File: config.mk
export PLATFORM = sky130hd
export DESIGN_NAME = fetch_stage
export DESIGN_NICKNAME = d
export VERILOG_FILES = /design/src/source/wisc_pkg.sv /design/src/source/fetch_stage.sv
export VERILOG_INCLUDE_DIRS = /design/src /design/src/source
export SDC_FILE = /design/constraint.sdc
export NUM_CORES = 1
export LEC_CHECK = 0
export ABC_AREA = 0
export BUFFER_PORTS_ARGS = -buffer_cell sky130_fd_sc_hd__buf_4
export CAP_MARGIN = 20
export CORE_ASPECT_RATIO = 0.5
export CORE_MARGIN = 5
export CORE_UTILIZATION = 47
export DETAILED_ROUTE_END_ITERATION = 10
export PLACE_DENSITY = 0.9
export RECOVER_POWER = 50
export SLEW_MARGIN = 20
export SYNTH_ARGS = -nofsm -noshare
export SYNTH_HDL_FRONTEND = slang
export SYNTH_SLANG_ARGS = --single-unit
File: constraint.sdc
create_clock -name clk -period 3.25 [get_ports clk]
set_clock_uncertainty 0.2 [all_clocks]
set_input_delay 0 -clock clk [delete_from_list [all_inputs] [get_ports clk]]
set_output_delay 0 -clock clk [all_outputs]
set_load 0.01 [all_outputs]
File: src/source/wisc_defs.svh
/*
 * WISC core encodings and sizes
 * Opcode and branch-condition codes, flag bit positions, reset PC and data memory depth
 */
`ifndef WISC_DEFS_SVH
`define WISC_DEFS_SVH

// Opcodes, instr[15:12]
`define OP_ADD 4'h0
`define OP_SUB 4'h1
`define OP_XOR 4'h2
`define OP_LW  4'h8
`define OP_SW  4'h9
`define OP_LLB 4'hA
`define OP_HLB 4'hB
`define OP_B   4'hC
`define OP_HLT 4'hF

// Branch conditions, instr[11:9]
`define COND_NE 3'b000
`define COND_EQ 3'b001
`define COND_GT 3'b010
`define COND_LT 3'b011
`define COND_GE 3'b100
`define COND_LE 3'b101
`define COND_OV 3'b110
`define COND_UN 3'b111

// Flag register bit positions
`define FLAG_Z 2
`define FLAG_V 1
`define FLAG_N 0

`define RESET_PC   16'h0000
`define DMEM_WORDS 256

`endif
File: src/source/wisc_pkg.sv
/*
 * WISC core types
 * Width typedefs, opcode and forwarding enums, pipeline register structs
 */
`default_nettype none

`include "wisc_defs.svh"

package wisc_pkg;

    typedef logic [15:0] word_t;
    typedef logic [3:0]  reg_idx_t;
    // {Z, V, N}
    typedef logic [2:0]  flags_t;
    typedef logic [2:0]  cond_t;

    typedef enum logic [1:0] {
        FWD_NONE  = 2'd0,
        FWD_EXMEM = 2'd1,
        FWD_MEMWB = 2'd2
    } fwd_sel_t;

    typedef enum logic [3:0] {
        OP_ADD = `OP_ADD,
        OP_SUB = `OP_SUB,
        OP_XOR = `OP_XOR,
        OP_LW  = `OP_LW,
        OP_SW  = `OP_SW,
        OP_LLB = `OP_LLB,
        OP_HLB = `OP_HLB,
        OP_B   = `OP_B,
        OP_HLT = `OP_HLT
    } opcode_t;

    // ----------------------------------------
    // Pipeline registers
    // ----------------------------------------
    typedef struct packed {
        logic  valid;
        word_t instr;
        word_t pc_next;
    } if_id_t;

    typedef struct packed {
        logic     valid;
        opcode_t  opcode;
        reg_idx_t rs;
        reg_idx_t rt;
        reg_idx_t rd;
        word_t    rs_data;
        word_t    rt_data;
        word_t    imm;
        word_t    pc_next;
        cond_t    cond;
        logic     write_reg;
        logic     mem_read;
        logic     mem_write;
        logic     sets_flags;
        logic     is_branch;
        logic     is_halt;
    } id_ex_t;

    typedef struct packed {
        logic     valid;
        reg_idx_t rd;
        word_t    result;
        word_t    store_data;
        logic     write_reg;
        logic     mem_read;
        logic     mem_write;
        logic     is_halt;
    } ex_mem_t;

    typedef struct packed {
        logic     valid;
        reg_idx_t rd;
        word_t    result;
        logic     write_reg;
        logic     is_halt;
    } mem_wb_t;

endpackage

`default_nettype wire

File: src/source/fetch_stage.sv
/*
 * Fetch stage
 * PC register, next-PC priority and the IF/ID register
 */
`timescale 1ns/1ps
`default_nettype none

`include "wisc_defs.svh"

module fetch_stage import wisc_pkg::*; (
    input  logic   clk,
    input  logic   rst_n,
    input  word_t  imem_data,
    input  logic   stall,
    input  logic   redirect,
    input  word_t  redirect_pc,
    output word_t  imem_addr,
    output if_id_t if_id
);

    word_t pc_q;
    word_t pc_plus2;
    logic  fetch_hlt;

    assign imem_addr = pc_q;
    assign pc_plus2  = pc_q + 16'd2;

    // HLT seen at fetch parks the PC on itself
    assign fetch_hlt = (opcode_t'(imem_data[15:12]) == OP_HLT);

    // Redirect beats stall, stall beats a new fetch
    always_ff @(posedge clk) begin
        if (!rst_n) begin
            pc_q        <= `RESET_PC;
            if_id.valid <= 1'b0;
        end else if (redirect) begin
            pc_q        <= redirect_pc;
            if_id.valid <= 1'b0;
        end else if (!stall) begin
            if (!fetch_hlt) begin
                pc_q <= pc_plus2;
            end
            if_id.valid   <= 1'b1;
            if_id.instr   <= imem_data;
            if_id.pc_next <= pc_plus2;
        end
    end

endmodule

`default_nettype wire

Word level (Yosys, flattened, before mapping)
Cells that the tools add are included.
{ "op_classes": {"add_sub_neg": 1, "n_eq_ne": 3, "mux": 3, "bitwise": 3, "n_reduce_logical": 3} }
{ "op_table": {"columns": ["operator", "count"], "rows": [
  ["$mux 16", 3],
  ["$add 16x2->16 const B", 1],
  ["$eq 4x4->1 const B", 1],
  ["$not 1->1", 3],
  ["$reduce_and 3->1", 1],
  ["$ne 2x1->1 const B", 1],
  ["$ne 2x2->1 const B", 1],
  ["$reduce_and 2->1", 1],
  ["$reduce_or 2->1", 1]
]} }
{ "word_totals": {"reg_bits": 49, "output_inout_bits": 49} }

Logic depth before layout (Yosys ltp)
Gate-level depths: netlist of run 1.
{ "depth": {"ltp_word": 4, "depth_mapped": 6} }

Least setup slack after synthesis of run 1
No wires, ideal clock.
{ "synth_timing": {"kind": "input -> register", "start": "input redirect", "end": "register if_id[0] (netlist bit) (enable)", "setup_time_ns": 0.421, "arrival_time_ns": 1.785, "required_time_ns": 2.629, "setup_slack_ns": 0.844, "stages": 4, "path_buffers": 1, "cell_sequence": "inv_1 -> clkbuf_1 -> nand2_1 -> nor2_1"} }
{ "synth_between": {"elab_chain_len": 2} }
{ "synth_rtl": {"columns": ["item", "line", "source"], "rows": [
  ["start, declared", "fetch_stage.sv:15", "input logic redirect,"],
  ["$not 1->1 (no line)", null, null],
  ["$reduce_and 3->1 (no line)", null, null],
  ["end, declared", "fetch_stage.sv:18", "output if_id_t if_id"]
]} }
No other way between the ends.
A chain may end at the register's enable or synchronous reset.

Final worst setup path of run 1
{ "layout_timing": {"start": "register pc_q[1], in the netlist imem_addr[1]", "end": "register if_id[15] (netlist bit) (data pin)"} }
{ "layout_between": {"elab_chain_len": 1} }
{ "layout_rtl": {"columns": ["item", "line", "source"], "rows": [
  ["start, declared", "fetch_stage.sv:21", "word_t pc_q;"],
  ["start signal, assigned", "fetch_stage.sv:34", "pc_q <= `RESET_PC;"],
  ["start signal, assigned", "fetch_stage.sv:37", "pc_q <= redirect_pc;"],
  ["start signal, assigned", "fetch_stage.sv:41", "pc_q <= pc_plus2;"],
  ["$add 16x2->16", "fetch_stage.sv:26", "assign pc_plus2 = pc_q + 16'd2;"],
  ["named net pc_plus2[15]", "fetch_stage.sv:22", "word_t pc_plus2;"]
]} }
The timed path passes the listed nets, and every way through them passes these cells.

==> results.json, run 1 <==
{
  "drc": 0,
  "initial_core_util": 0.506,
  "fin_nets": 342,
  "pin_count": 85,
  "fin_crit_sh": 0.750,
  "clkLatencyLatePin_ns": 0.31,
  "path_clk_slew_ns": 0.09,
  "end_kind": "flip-flop",
  "synthFlopType": "edfxtp_1",
  "synthToLayoutAreaGrowth_pct": 54.6,
  "vias": 2005,
  "syn_nets": 207,
  "dp.cells": 301,
  "ys_seq_elements": 49,
  "fin_crit_ns": 2.44,
  "mostFrequentLayoutCells": "dlygate4sd3_1, clkbuf_1, edfxtp_1, buf_4, dfxtp_1",
  "grt_max_degree": 32,
  "power_density_nw_per_um2": 435,
  "worstSetupPathType": "reg2reg",
  "hold_slack_ns": 0.0333,
  "place.detailed.hpwl_mm": 3.67,
  "tightest_slew_ns": 0.583,
  "p_comb_frac": 0.145,
  "highest_layer": "met4",
  "fin_area_um2": 3160,
  "fin_tns_setup_ns": 0,
  "slowest_delay_ns": 0.66,
  "overflow": 0,
  "io_buffers": 84,
  "grt_use_total": 0.248,
  "antenna-diode-count": 0,
  "grt_pass1_vias": 1993,
  "cts_setup_buffers": 0,
  "critical_path_arrival_ns": 2.28,
  "maxCapViolations": 0,
  "num-fill-cells": 267,
  "synth_cells": 170,
  "power_frac_seq": 0.532,
  "die_w_um": 103,
  "wl_met3_um": 682,
  "slew_headroom": 0.608,
  "final_common_cell": "dlygate4sd3_1",
  "cts_made_buffers": 5,
  "ant_nets": 0,
  "switching_share": 0.248,
  "yosysUniqueCellTypes": 33,
  "power_leakage_nw": 1.14,
  "drive_gt1_frac": 0.167,
  "r2r_slack_ns": 0.81,
  "ys_seq_area_frac": 0.636,
  "met2WireLength_mm": 3.49,
  "clock_path_buffers": 2,
  "dpl-instance-area_um2": 2720,
  "wl_met1_mm": 2.68,
  "wl_mm": 7.09,
  "core-area_um2": 4040,
  "start_kind": "flip-flop",
  "cp_slowest_cell": "nor4_1",
  "hold_class": "in2reg",
  "synth_area_um2": 2050,
  "die_h_um": 56.7,
  "grt_pass1_wl_mm": 10.9,
  "wl_per_cell_um": 19.7,
  "cts_htree_levels": 2,
  "async_flop_share": 0,
  "rsz0062_at_grt": "false",
  "synth_edf_count": 32,
  "drt_iter0_markers": 192,
  "synth_area_per_cell_um2": 12.0,
  "grt_antenna_before_repair": 0,
  "fin_cells": 360,
  "clkPwrFrac": 0.323,
  "cts_tree": "yes",
  "crit_chain": "ha_1 > nand3_1 > nor4_1 > xor2_1",
  "ys_warn_count": 0,
  "crit_fanout": 11,
  "ir_drop_mv": 0.237,
  "fmax_ghz": 0.410,
  "drv_slew": 0,
  "drt_pass1_iterations": 5,
  "power_switching_mw": 0.341,
  "setup_violations": 0,
  "root_buffer": "clkbuf_8",
  "rows": 16,
  "multi_input_comb_area_um2": 679,
  "power.internal_mw": 1.04,
  "hold_viol": 0,
  "status": "finished clean",
  "gp_congestion": 0.801,
  "viasPerCell": 5.57,
  "crit_required_ns": 3.09,
  "cts.sinks": 49,
  "finalPower_mw": 1.38,
  "die_area_um2": 5850,
  "regArea_um2": 1300
}
## Yosys cell counts (all sizes together), types with 5 or more instances
cell,n,share of area
a21oi,12,0.029
clkbuf,6,0.012
dfxtp,17,0.17
edfxtp,32,0.47
inv,6,0.011
nand2,9,0.017
nand3,6,0.017
nor2,9,0.017
nor3,5,0.012
nor4,5,0.015
o21ai,15,0.037
xnor2,16,0.068
xor2,8,0.034
## metrics by stage
step	worst slack (ns)	utilization
floorplan	0.844	-
global placement	1.22	0.674
detailed placement	1.05	0.674
CTS	1.04	0.828
global route	0.724	0.782
finish	0.812	0.782
## path summary, 6_finish.rpt
check,from,end,cells past startpoint
worst min-delay path,redirect,imem_addr[5],4
worst min register to register,imem_addr[0],if_id[0],0
worst max-delay path,imem_addr[1],if_id[15],4
worst max register to register,imem_addr[1],if_id[15],4
## cell type report
| cell class | count | area share |
|---|---|---|
| clock buffers | 5 | 0.0218 |
| clock inverters | 3 | 0.0146 |
| inverters | 6 | 0.00712 |
| multi-input cells | 105 | 0.215 |
| flip-flops and latches | 49 | 0.412 |
| well taps | 54 | 0.0214 |
| repair buffers | 138 | 0.309 |
## metal layers
layer	vias to the layer above	track usage
li1	885	-
met1	952	0.303
met2	139	0.418
met3	29	0.0680
met4	0	0.0923
met5	-	0
## power by group through the flow
stage          clock network [mW]  logic (mW)  registers [mW]
2_1_floorplan                   0      0.0577           0.750
3_3_place_gp                    0       0.156           0.740
3_5_place_dp                    0       0.161           0.743
4_1_cts                     0.443       0.214           0.728
5_1_grt                     0.475       0.213           0.736
6_report                    0.444       0.200           0.732
## sequential cells by signal, summed over array words and instances, names as in the netlist
| signal | count |
|---|---|
| if_id | 33 |
| imem_addr | 16 |
## kinds of logic after synthesis
logic type / count (synthesis) / synth area share
compound gates: 36 / 0.0997
xor+xnor: 24 / 0.103
fa+ha+maj: 1 / 0.00612
buf+inv: 16 / 0.0330
flops: 49 / 0.636
mux: 1 / 0.00489
simple gates: 43 / 0.117
## critical path: cells and delay by family, from the launching register on
family / cells / cell delay [ns]
xor gates and xnor gates: 1 / 0.13
adders and majority gates: 1 / 0.27
DFF: 1 / 0.50
and+or+nand+nor: 2 / 1.07
## what timing repair did
item	in CTS	in global routing
endpoints found under the setup margin	0	0
resized for setup	0	0
hold endpoints to repair	45	0
hold buffers	51	0
No activity file was read; power rests on OpenSTA's default activity.
==> run 2: changes to the inputs <==
- clock period: 3.25 -> 2.25 ns (I/O delays scaled with it)
==> run 2 against run 1 <==
- die area did not move
- clock power rose by 56%
- critical path depth did not move
- critical path type unchanged
- critical endpoint unchanged
==> results.json, run 2 (synthesis gave the netlist of run 1 again) <==
{
  "pin_count": 85,
  "start_kind": "flip-flop",
  "setup_violations": 0,
  "power_switching_mw": 0.519,
  "gp_congestion": 0.828,
  "core-area_um2": 4040,
  "cts.sinks": 49,
  "root_buffer": "clkbuf_8",
  "cp_slowest_cell": "dfxtp_1",
  "layout_setup_ws_ns": 0.107,
  "die_h_um": 56.7,
  "num-fill-cells": 242,
  "power_density_nw_per_um2": 642,
  "hold_slack_ns": 0.0297,
  "vias": 2032,
  "fin_crit_sh": 0.953,
  "slew_headroom": 0.575,
  "io_buffers": 84,
  "largest_register_ffs": 33,
  "wl_per_cell_um": 21.0,
  "drt_iter0_markers": 227,
  "drive_gt1_frac": 0.173,
  "worstSetupPathType": "reg2reg",
  "wl_mm": 7.58,
  "grt_pass1_vias": 2059,
  "tightest_slew_ns": 0.630,
  "crit_chain": "ha_1 > nand3_2 > nor4_2 > xor2_1",
  "power.internal_mw": 1.53,
  "grt_max_degree": 31,
  "place.detailed.hpwl_mm": 3.73,
  "clkLatencyLatePin_ns": 0.33,
  "crit_fanout": 11,
  "power_leakage_nw": 1.14,
  "fin_crit_ns": 2.14,
  "pre_cts_ws_ns": 0.111,
  "p_comb_frac": 0.147,
  "hold_viol": 0,
  "drv_slew": 0,
  "rows": 16,
  "synthToLayoutAreaGrowth_pct": 55.9,
  "critical_path_arrival_ns": 1.99,
  "fin_tns_setup_ns": 0,
  "antenna-diode-count": 0,
  "switching_share": 0.254,
  "clock_path_buffers": 2,
  "die_area_um2": 5850,
  "clkPwrFrac": 0.337,
  "maxCapViolations": 0,
  "rsz0062_at_grt": "false",
  "grt_use_total": 0.260,
  "cts_made_buffers": 5,
  "die_w_um": 103,
  "end_kind": "flip-flop",
  "cts_htree_levels": 2,
  "grt_pass1_wl_mm": 11.4,
  "ant_nets": 0,
  "drc": 0,
  "overflow": 0,
  "path_clk_slew_ns": 0.11,
  "grt_antenna_before_repair": 0,
  "fin_nets": 342,
  "slowest_delay_ns": 0.49,
  "viasPerCell": 5.64,
  "mostFrequentLayoutCells": "clkbuf_1, dlygate4sd3_1, edfxtp_1, buf_4, dfxtp_1",
  "crit_required_ns": 2.10,
  "hold_class": "in2reg",
  "status": "finished clean",
  "power_frac_seq": 0.516,
  "initial_core_util": 0.506,
  "fmax_ghz": 0.467,
  "largest-register": "if_id",
  "cts_tree": "yes",
  "ir_drop_mv": 0.407,
  "drt_pass1_iterations": 5
}
run 2: cell type report:
class,count,area (um^2),share of cell area
Clock buffer,7,86.3,0.0271
Clock inverter,1,30.0,0.00942
Inverter,6,22.5,0.00706
Multi-Input combinational cell,105,693,0.217
Sequential cell,49,1300,0.408
Tap cell,54,67.6,0.0212
Timing Repair Buffer,138,988,0.310
run 2: worst max-delay path, delay by kind of cell, from the launching register on:
| family | cells | cell delay, ns |
|---|---|---|
| AND/OR/NAND/NOR | 2 | 0.73 |
| flip-flops | 1 | 0.49 |
| adder cells (fa/ha/maj) | 1 | 0.30 |
| XOR/XNOR | 1 | 0.15 |
run 2: per-stage QoR:
stage | area, um^2 | instances | power, mW | utilization
after floorplan | 2050 | 170 | 1.17 | -
after global placement | 2740 | 301 | 1.30 | 0.677
after detailed placement | 2740 | 301 | 1.31 | 0.677
after CTS | 3370 | 360 | 2.03 | 0.833
after global routing | 3190 | 360 | 2.11 | 0.789
final | 3190 | 360 | 2.05 | 0.789
run 2: worst paths after layout:
check / startpoint / endpoint / slack [ns] / depth (start not counted)
hold reg to reg: imem_addr[0] / if_id[0] / 0.30 / 0
setup reg to reg: imem_addr[2] / if_id[15] / 0.11 / 4
hold / removal: redirect / imem_addr[15] / 0.03 / 4
setup / recovery: imem_addr[2] / if_id[15] / 0.11 / 4
run 2: timing repair:
item / 4_1_cts / 5_1_grt
cloned: 0 / 0
resized for setup: 1 / 2
hold buffers: 51 / 0
endpoints found under the setup margin: 2 / 8
setup buffers: 0 / 0
endpoints found under the hold margin: 41 / 0
run 2: power groups by stage:
stage,registers [mW],logic [mW],clock network [mW]
floorplan,1.08,0.0837,0
global placement,1.07,0.232,0
detailed placement,1.07,0.241,0
CTS,1.05,0.319,0.665
global route,1.06,0.320,0.725
finish,1.06,0.301,0.691
run 2: routing by layer:
metal,wire length (um),GRT usage
met1,2830,0.304
met2,3780,0.444
met3,634,0.0606
met4,328,0.131
met5,0,0
==> run 3: changes to the inputs <==
==> constraint.sdc (replaced) <==
create_clock -name clk -period 2.25 [get_ports clk]
set_clock_uncertainty 0.2 [all_clocks]
set_input_delay 0.225 -clock clk [delete_from_list [all_inputs] [get_ports clk]]
set_output_delay 0.225 -clock clk [all_outputs]
set_load 0.01 [all_outputs]
==> run 3 against run 2 <==
- final cell count shrank 7.5%
- clock-buffer cell count fell by 1
- register-to-register slack gained 0.08 ns
- sequential power about the same
- critical endpoint is now imem_addr[14]
- largest cell class unchanged
- highest routed layer unchanged
==> results.json, run 3 (synthesis gave the netlist of run 1 again) <==
{
  "path_clk_slew_ns": 0.09,
  "io_buffers": 84,
  "tightest_slew_ns": 0.556,
  "overflow": 0,
  "drv_slew": 0,
  "cts_htree_levels": 2,
  "cts_made_buffers": 5,
  "root_buffer": "clkbuf_8",
  "pin_count": 85,
  "fin_util": 0.714,
  "dp.cells": 302,
  "r2r_slack_ns": 0.19,
  "reg2reg_depth": 5,
  "cts.sinks": 49,
  "grt_pass1_wl_mm": 8.86,
  "rows": 16,
  "slew_headroom": 0.624,
  "grt_pass1_vias": 1761,
  "vias": 1755,
  "cts_setup_buffers": 0,
  "finalPower_mw": 1.84,
  "fin_tns_setup_ns": 0,
  "drt_pass1_iterations": 4,
  "die_area_um2": 5850,
  "drc": 0,
  "fin_nets": 315,
  "pre_cts_ws_ns": 0.155,
  "grt_antenna_before_repair": 0,
  "die_w_um": 103,
  "r2r-start": "imem_addr[1]",
  "drive_gt1_frac": 0.201,
  "drt_iter0_markers": 120,
  "antenna-diode-count": 0,
  "clkLatencyLatePin_ns": 0.30,
  "largest_register_ffs": 33,
  "crit_end": "imem_addr[14]",
  "grt_max_degree": 31,
  "hold_class": "in2reg",
  "critical_path_arrival_ns": 2.09,
  "maxCapViolations": 0,
  "initial_core_util": 0.506,
  "grt_use_total": 0.198,
  "wl_mm": 5.83,
  "end_kind": "flip-flop",
  "cts_tree": "yes",
  "crit_fanout": 7,
  "fin_crit_ns": 2.06,
  "layout_setup_ws_ns": 0.192,
  "num-fill-cells": 316,
  "power_leakage_nw": 1.04,
  "ir_drop_mv": 0.347,
  "worstSetupPathType": "reg2reg",
  "r2r_end": "imem_addr[14]",
  "status": "finished clean",
  "place.detailed.hpwl_mm": 3.82,
  "final_common_cell": "clkbuf_1",
  "power_density_nw_per_um2": 637,
  "ant_nets": 0,
  "mostFrequentLayoutCells": "clkbuf_1, edfxtp_1, buf_4, dlygate4sd3_1, dfxtp_1",
  "largest-register": "if_id",
  "crit_required_ns": 2.28,
  "synthToLayoutAreaGrowth_pct": 41.2,
  "fin_cells": 333,
  "clock_path_buffers": 2,
  "fmax_ghz": 0.486,
  "core-area_um2": 4040,
  "wl_per_cell_um": 17.5,
  "die_h_um": 56.7,
  "gp_congestion": 0.812,
  "fin_crit_sh": 0.915,
  "hold_viol": 0,
  "setup_violations": 0,
  "start_kind": "flip-flop",
  "rsz0062_at_grt": "false",
  "startpoint": "imem_addr[1]",
  "viasPerCell": 5.27
}
run 3: routing by layer:
layer / up-vias / GRT usage / wire [um]
met5: - / 0 / 0
met4: 0 / 0.0387 / 70
met3: 6 / 0.0470 / 412
met2: 87 / 0.361 / 3200
met1: 833 / 0.236 / 2140
li1: 829 / - / -
run 3: through the flow:
stage	cell area [um^2]	hold WS [ns]
5_1_grt	2890	0.0119
3_3_place_gp	2730	0.203
2_1_floorplan	2050	0.120
4_1_cts	3060	0.00689
6_report	2890	0.0123
3_5_place_dp	2730	0.205
run 3: worst min path at each step:
stage	from	cells after the start	to	slack (ns)
2_1_floorplan	stall	1	if_id[32]	0.12
3_3_place_gp	imem_data[7]	1	if_id[23]	0.20
3_5_place_dp	imem_data[6]	1	if_id[22]	0.20
4_1_cts	redirect_pc[9]	3	imem_addr[9]	0.007
5_1_grt	redirect_pc[9]	3	imem_addr[9]	0.01
6_report	redirect_pc[9]	3	imem_addr[9]	0.01
run 3: worst max-delay path, stage by stage, from the launching register on:
cell and delay [ns]:
dfxtp_1 0.34, clkbuf_1 0.28, nand4_4 0.21, or2_4 0.32
or4_1 0.48, a31oi_1 0.17
run 3: layout make-up:
class,instances,area [um^2],share of cell area
Clock buffer,6,82.6,0.0286
Multi-Input combinational cell,105,691,0.239
Timing Repair Buffer,111,711,0.246
Tap cell,54,67.6,0.0234
Clock inverter,2,13.8,0.00476
Inverter,6,22.5,0.00780
Sequential cell,49,1300,0.450
run 3: power breakdown:
part	total, mW	switching [mW]	leakage (nW)	internal, mW
clock	0.545	0.296	0.0512	0.250
sequential	1.05	0.0451	0.439	1.01
combinational	0.242	0.119	0.548	0.123
total	1.84	0.460	1.04	1.38
run 3: what timing repair did:
action	CTS	global route
endpoints found under the setup margin	0	3
resized for setup	0	2
endpoints found under the hold margin	23	0
hold buffers	23	0
